==> config.mk <==
export PLATFORM = sky130hd
export DESIGN_NAME = pmp_perm_check
export DESIGN_NICKNAME = d
export VERILOG_FILES = /design/src/logic/pmp_pkg.sv /design/src/logic/pmp_perm_check.sv
export SDC_FILE = /design/constraint.sdc
export NUM_CORES = 1
export LEC_CHECK = 0
export ABC_AREA = 0
export BUFFER_PORTS_ARGS = -buffer_cell sky130_fd_sc_hd__clkbuf_2
export CAP_MARGIN = 10
export CORE_AREA = 2 2 39 41
export DETAILED_ROUTE_END_ITERATION = 16
export DIE_AREA = 0 0 41 43
export GPL_TIMING_DRIVEN = 1
export PLACE_DENSITY_LB_ADDON = 0.08
export SETUP_SLACK_MARGIN = 0.5
export SLEW_MARGIN = 20
export SYNTH_ARGS = -nofsm -noshare
export SYNTH_HDL_FRONTEND = slang
export SYNTH_SLANG_ARGS = --single-unit
==> constraint.sdc <==
create_clock -name vclk -period 1.75
set_clock_uncertainty 0.15 [all_clocks]
set_input_delay 0.2625 -clock vclk [all_inputs]
set_output_delay 0.2625 -clock vclk [all_outputs]
set_load 0.01 [all_outputs]
==> src/logic/pmp_pkg.sv <==
`default_nettype none

package pmp_pkg;

  // ------------------------------
  // Sizes
  // ------------------------------

  // Number of protection regions
  localparam int NUM_REGIONS  = 4;
  localparam int REGION_IDX_W = $clog2(NUM_REGIONS);

  // Physical request address, byte granular
  localparam int PHYS_ADDR_W  = 34;

  // Address register holds physical bits 33:2
  localparam int CSR_ADDR_W   = 32;

  // ------------------------------
  // Config byte layout
  // ------------------------------

  localparam int CFG_W        = 8;
  localparam int CFG_R_BIT    = 0;
  localparam int CFG_W_BIT    = 1;
  localparam int CFG_X_BIT    = 2;
  localparam int CFG_A_LSB    = 3;
  localparam int CFG_A_W      = 2;
  localparam int CFG_L_BIT    = 7;

  // ------------------------------
  // Encodings
  // ------------------------------

  // Address matching mode, the A field of the config byte
  typedef enum logic [CFG_A_W-1:0] {
    PMP_MODE_OFF   = 2'd0,
    PMP_MODE_TOR   = 2'd1,
    PMP_MODE_NA4   = 2'd2,
    PMP_MODE_NAPOT = 2'd3
  } pmp_mode_e;

  // Access type of a request
  typedef enum logic [1:0] {
    PMP_ACC_READ  = 2'd0,
    PMP_ACC_WRITE = 2'd1,
    PMP_ACC_EXEC  = 2'd2
  } pmp_acc_e;

  // Privilege level, only user and machine exist here
  typedef enum logic [1:0] {
    PRIV_LVL_U = 2'd0,
    PRIV_LVL_M = 2'd3
  } priv_lvl_e;

endpackage

`default_nettype wire

==> src/logic/pmp_perm_check.sv <==
`timescale 1ns/1ps
`default_nettype none

module pmp_perm_check (
  input  wire                      matched_i,
  input  wire                      lock_i,
  input  wire                      read_i,
  input  wire                      write_i,
  input  wire                      exec_i,
  input  wire                      mml_i,
  input  wire                      mmwp_i,
  input  wire pmp_pkg::pmp_acc_e   req_type_i,
  input  wire pmp_pkg::priv_lvl_e  req_priv_i,
  output logic                     allowed_o
);

  logic [3:0] lrwx;
  logic       is_m_mode;
  logic       perm_bit;
  logic       mml_ok;
  logic       legacy_ok;
  logic       nomatch_ok;

  assign lrwx      = {lock_i, read_i, write_i, exec_i};
  assign is_m_mode = (req_priv_i == pmp_pkg::PRIV_LVL_M);

  // ------------------------------
  // MML table
  // ------------------------------

  // Whitelist of L,R,W,X patterns, everything else is denied
  always_comb begin
    mml_ok = 1'b0;
    case (req_type_i)
      pmp_pkg::PMP_ACC_READ: begin
        if (is_m_mode) begin
          mml_ok = lrwx inside {4'b0010, 4'b0011, 4'b1011, 4'b1100,
                                4'b1101, 4'b1110, 4'b1111};
        end else begin
          mml_ok = lrwx inside {4'b0010, 4'b0011, 4'b0100, 4'b0101,
                                4'b0110, 4'b0111, 4'b1111};
        end
      end
      pmp_pkg::PMP_ACC_WRITE: begin
        if (is_m_mode) begin
          mml_ok = lrwx inside {4'b0010, 4'b0011, 4'b1110};
        end else begin
          mml_ok = lrwx inside {4'b0011, 4'b0110, 4'b0111};
        end
      end
      pmp_pkg::PMP_ACC_EXEC: begin
        if (is_m_mode) begin
          mml_ok = lrwx inside {4'b1001, 4'b1010, 4'b1011, 4'b1101};
        end else begin
          mml_ok = lrwx inside {4'b0001, 4'b0101, 4'b0111, 4'b1010, 4'b1011};
        end
      end
      default: mml_ok = 1'b0;
    endcase
  end

  // ------------------------------
  // Legacy rules
  // ------------------------------

  always_comb begin
    case (req_type_i)
      pmp_pkg::PMP_ACC_READ:  perm_bit = read_i;
      pmp_pkg::PMP_ACC_WRITE: perm_bit = write_i;
      pmp_pkg::PMP_ACC_EXEC:  perm_bit = exec_i;
      default:                perm_bit = 1'b0;
    endcase
  end

  // M mode bypasses unlocked regions
  assign legacy_ok = (is_m_mode && !lock_i) || perm_bit;

  // ------------------------------
  // No matching region
  // ------------------------------

  always_comb begin
    nomatch_ok = 1'b0;
    if (is_m_mode) begin
      case (req_type_i)
        pmp_pkg::PMP_ACC_READ:  nomatch_ok = !mmwp_i;
        pmp_pkg::PMP_ACC_WRITE: nomatch_ok = !mmwp_i;
        pmp_pkg::PMP_ACC_EXEC:  nomatch_ok = !mmwp_i && !mml_i;
        default:                nomatch_ok = 1'b0;
      endcase
    end
  end

  assign allowed_o = !matched_i ? nomatch_ok :
                     mml_i      ? mml_ok     : legacy_ok;

endmodule

`default_nettype wire

After elaboration in Yosys (flattened, before gate mapping)

Index checks and enable logic that the tools add are counted.
W data, S select, Z words.

Eq/ne operators: 17
Multiplexer cells: 9
Reduce and logical (&&, ||, !) cells: 14

Operator list:

| kind                 | number |
|---|---|
| $eq A4 B4 Y1 const B | 7 |
| $eq A4 B3 Y1 const B | 4 |
| $reduce_bool A7 Y1   | 2 |
| $eq A4 B2 Y1 const B | 2 |
| $mux W1              | 6 |
| $pmux W1 S3          | 2 |
| $reduce_bool A3 Y1   | 2 |
| $reduce_bool A5 Y1   | 1 |
| $eq A2 B2 Y1 const B | 2 |
| $eq A4 B1 Y1 const B | 1 |
| $reduce_bool A4 Y1   | 1 |
| $logic_not A1 Y1     | 3 |
| $eq A2 B1 Y1 const B | 1 |
| $logic_and A1 B1 Y1  | 2 |
| $logic_not A2 Y1     | 1 |
| $pmux W1 S2          | 1 |
| $reduce_or A2 Y1     | 1 |
| $logic_or A1 B1 Y1   | 1 |

Register bits: 0
Input port bits: 11
Output and inout bits: 1
Word-level logic and storage cells: 40

Longest topological paths before layout

Depth in word-level cells: 6
Gate-level depth with buffers: 6
Gate-level depth less buffers: 5

Least setup slack after synthesis

OpenSTA, ideal clock, no wires.

Path kind: in2out
Start: input req_priv_i[0]
End: output allowed_o
Arrival: 1.448 ns
Data required time: 1.337 ns
Slack: -0.110 ns
Stages on the path: 5
Cell sequence: and3b_1 -> a2111oi_4 -> a2111oi_1 -> a211o_1 -> a32o_1

Cells in the longest elaborated chain, start to end: 5
Elaborated cells on any way between the ends: 10

RTL lines:

| item                                              | line                                       | RTL |
|---|---|---|
| start: declaration                                | pmp_perm_check.sv:13                       | `input wire pmp_pkg::priv_lvl_e req_priv_i,` |
| $eq A2 B2 Y1 *                                    | pmp_perm_check.sv:25                       | `assign is_m_mode = (req_priv_i == pmp_pkg::PRIV_LVL_M);` |
| $mux W1 (tied with other cells)                   | pmp_perm_check.sv:52                       | `if (is_m_mode) begin` |
| $pmux W1 S3 or $logic_or A1 B1 Y1 (tied branches) | pmp_perm_check.sv:34, pmp_perm_check.sv:76 |  |
| $mux W1                                           | pmp_perm_check.sv:95                       | `mml_i ? mml_ok : legacy_ok;` |
| $mux W1 *                                         | pmp_perm_check.sv:94                       | `assign allowed_o = !matched_i ? nomatch_ok :` |
| end: declaration                                  | pmp_perm_check.sv:14                       | `output logic allowed_o` |

Every way passes the cells marked *; elsewhere a longest branch is shown, timed or not.

Worst setup path in the final report

Start: input req_type_i[1]
End: output allowed_o

Cells in the longest elaborated chain, start to end: 5
Elaborated cells on any way between the ends: 11

RTL lines:

| item                                                      | line                                                             | RTL |
|---|---|---|
| start: declaration                                        | pmp_perm_check.sv:12                                             | `input wire pmp_pkg::pmp_acc_e req_type_i,` |
| $eq A2 B1 Y1 (tied with other cells)                      | pmp_perm_check.sv:34, pmp_perm_check.sv:67, pmp_perm_check.sv:85 |  |
| $reduce_or A2 Y1 (no line) or $pmux W1 S3 (tied branches) | -                                                                |  |
| $pmux W1 S2 or $logic_or A1 B1 Y1 (tied branches)         | pmp_perm_check.sv:85, pmp_perm_check.sv:76                       |  |
| $mux W1 (on tied branches)                                | pmp_perm_check.sv:84, pmp_perm_check.sv:95                       |  |
| $mux W1 *                                                 | pmp_perm_check.sv:94                                             |  |

Marked as above.

==> flow_summary.yaml <==
status:
  run_status: "finished with violations"
  failed_checks: "negative setup slack"
floorplan:
  floorplan.die_area_sq_mm: 0.00176
  die_x_um: 41
  floorplan.initialDensity_pct: 17.8
  floorplan.io_pins: 12
  die_y_um: 43
  core_sq_mm: 0.00138
  rows: 14
yosys:
  yosys-top-cells-area: "a2111oi_4 (11%), and3b_1 (7.1%), inv_1 (6.1%), a31oi_1 (5.1%), buf_6 (4.6%)"
  synth_most_common_cell: "inv_1"
  synthAdderAreaFrac_pct: 0
  post-synth-top-area-fraction_pct: 11.2
  cell_area_after_technology_mapping_sq_um: 246
  synth_commonest_cells: "inv_1 (4), nand2_1 (3), a31oi_1 (2), and3b_1 (2), o21ai_0 (2)"
  synth_cell_type_count: 25
  area_share_of_xor_xnor_cells_in_the_synthesized_design_pct: 0
  synth-compound-area-share_pct: 58.4
  yosysWarningCount: 0
  synth.largest_area_cell: "a2111oi_4"
  netlist_instances: 33
  synth_top_family_by_area: "compound AO/OA/AOI/OAI gates"
  simple_gate_area_share_of_the_yosys_netlist_pct: 26.9
  synth.avg_cell_area_sq_um: 7.47
  synth.area.mux_share_pct: 4.06
  yosysSeqAreaShare_pct: 0
  syn-num-nets: 44
power:
  vdd.ir_drop.worst_mv: 0.0693
  power_per_cell_area_mw_per_mm2: 229
  leakage_power_summed_over_all_cells_uw: 0.000203
setup_path:
  start_kind: "input port"
  path_class: "in -> out"
  worst_ep_required_time_ns: 1.34
  critical_path.max_fanout: 3
  worst-endpoint-arrival_ns: 1.62
  endpoint_kind: "primary output"
detailed_routing:
  detail_route.first_pass.iterations: 2
  drt-wirelength-per-cell_um: 12.1
  viasPerCell: 4.96
  antenna_left: 0
  dr_total_vias: 347
  detailedRoute.firstIterationViolations: 7
  wirelength_um: 849
  route.detailed.drc: 0
sta:
  worst_slew_pin_slew_ns: 0.331
  max_slew_margin_vs_limit_pct: 77.9
  max_clock_freq_mhz: 493
  period_share_pct: 116
  final_period_minus_worst_setup_slack_ns: 2.03
  slew_viol_final: 0
  timing.final.setup_violations: 1
  worst_slack_ns: -0.278
  final.setup.tns_ns: -0.278
  rsz0062_at_grt: "true"
  timing_hold_violations_final: 0
placed_design:
  gp_congestion: 0.650
  io_buffers: 12
  placed_cells_incl_taps: 70
  place_hpwl_um: 765
grt:
  grt_pass1_vias: 333
  grt_antenna_before_repair: 0
  globalRouteOverflowTotal: 0
  grt_start_max_net_pins: 9
  track_usage_pct: 10.4
  global_route_wire_length_before_repair_mm: 1.35
cells_and_area:
  final_layout_size_suffix_gt1_share_pct: 57.4
  layout_cells_excl_fill: 70
  finalNetCount: 67
  regArea_sq_um: 0
  seq_cells: 0
  areaGrowthSynthToFinish_pct: 70.1
  final.clkbuf_count: 0
  fillerInstances: 159
  diodes: 0
worst_hold_path:
  min_delay_path_class: "in -> out"
cts:
  cts_post_setup_buffers_inserted: 0
job:
  maxCapViolations: 0
[cell type report]
cell class         count  area, sq um  area share (%)
multi-input cells     28          240            57.3
repair buffers        22          144            34.3
well taps             16         20.0            4.78
inverters              4         15.0            3.58
[metrics by stage]
step	instance area [sq um]	hold slack, ns	total power, uW	setup WS (ns)	util (%)
2_1_floorplan	262	0.551	45.8	-0.00173	-
3_3_place_gp	405	0.750	90.5	-0.262	29.3
3_5_place_dp	405	0.759	93.3	-0.289	29.3
4_1_cts	419	0.760	97.1	-0.287	30.3
5_1_grt	419	0.773	105	-0.366	30.3
6_report	419	0.756	96.2	-0.278	30.3
[critical path: stages]
cell and delay, ns:
clkbuf_8 0.10, and3b_2 0.22, a2111oi_4 0.34, a2111oi_2 0.06, a211o_1 0.27, a32o_2 0.24
clkbuf_2 0.12
[path summary, 6_finish.rpt]
| kind | startpoint | slack, ns | cells past startpoint | to |
|---|---|---|---|---|
| worst max-delay path | req_type_i[1] | -0.28 | 7 | allowed_o |
| worst min-delay path | matched_i | 0.76 | 3 | allowed_o |
[placed cells by master (no fill, tap or decap), types with 2 or more instances in the layout]
master and count:
a31oi_1 2, buf_4 10, clkbuf_2 11, inv_1 4
nand2_1 3, o21ai_0 2
[report_power, final]
group	switching (uW)	total [uW]	internal, uW
registers	0	0	0
clock network	0	0	0
logic	44.3	96.2	51.9
[timing repair]
| item | CTS | global route |
|---|---|---|
| endpoints found under the setup margin | 1 | 1 |
| resized for setup | 2 | 0 |
| pin swaps | 0 | 0 |
| hold buffers | 0 | 0 |
[metal layers]
metal  global-route usage (%)  routed length (um)  up-vias
met5                        0                   0        -
met3                        0                  42        0
li1                         -                   -      176
met1                     12.3                 341      163
met2                     20.3                 465        8
met4                        0                   0        0
[cell families after synthesis]
logic type | after synthesis
AO/OA/AOI/OAI | 16
multiplexers | 1
AND/OR/NAND/NOR | 11
buffers and inverters | 5
Power figures use the tool's default switching activity.
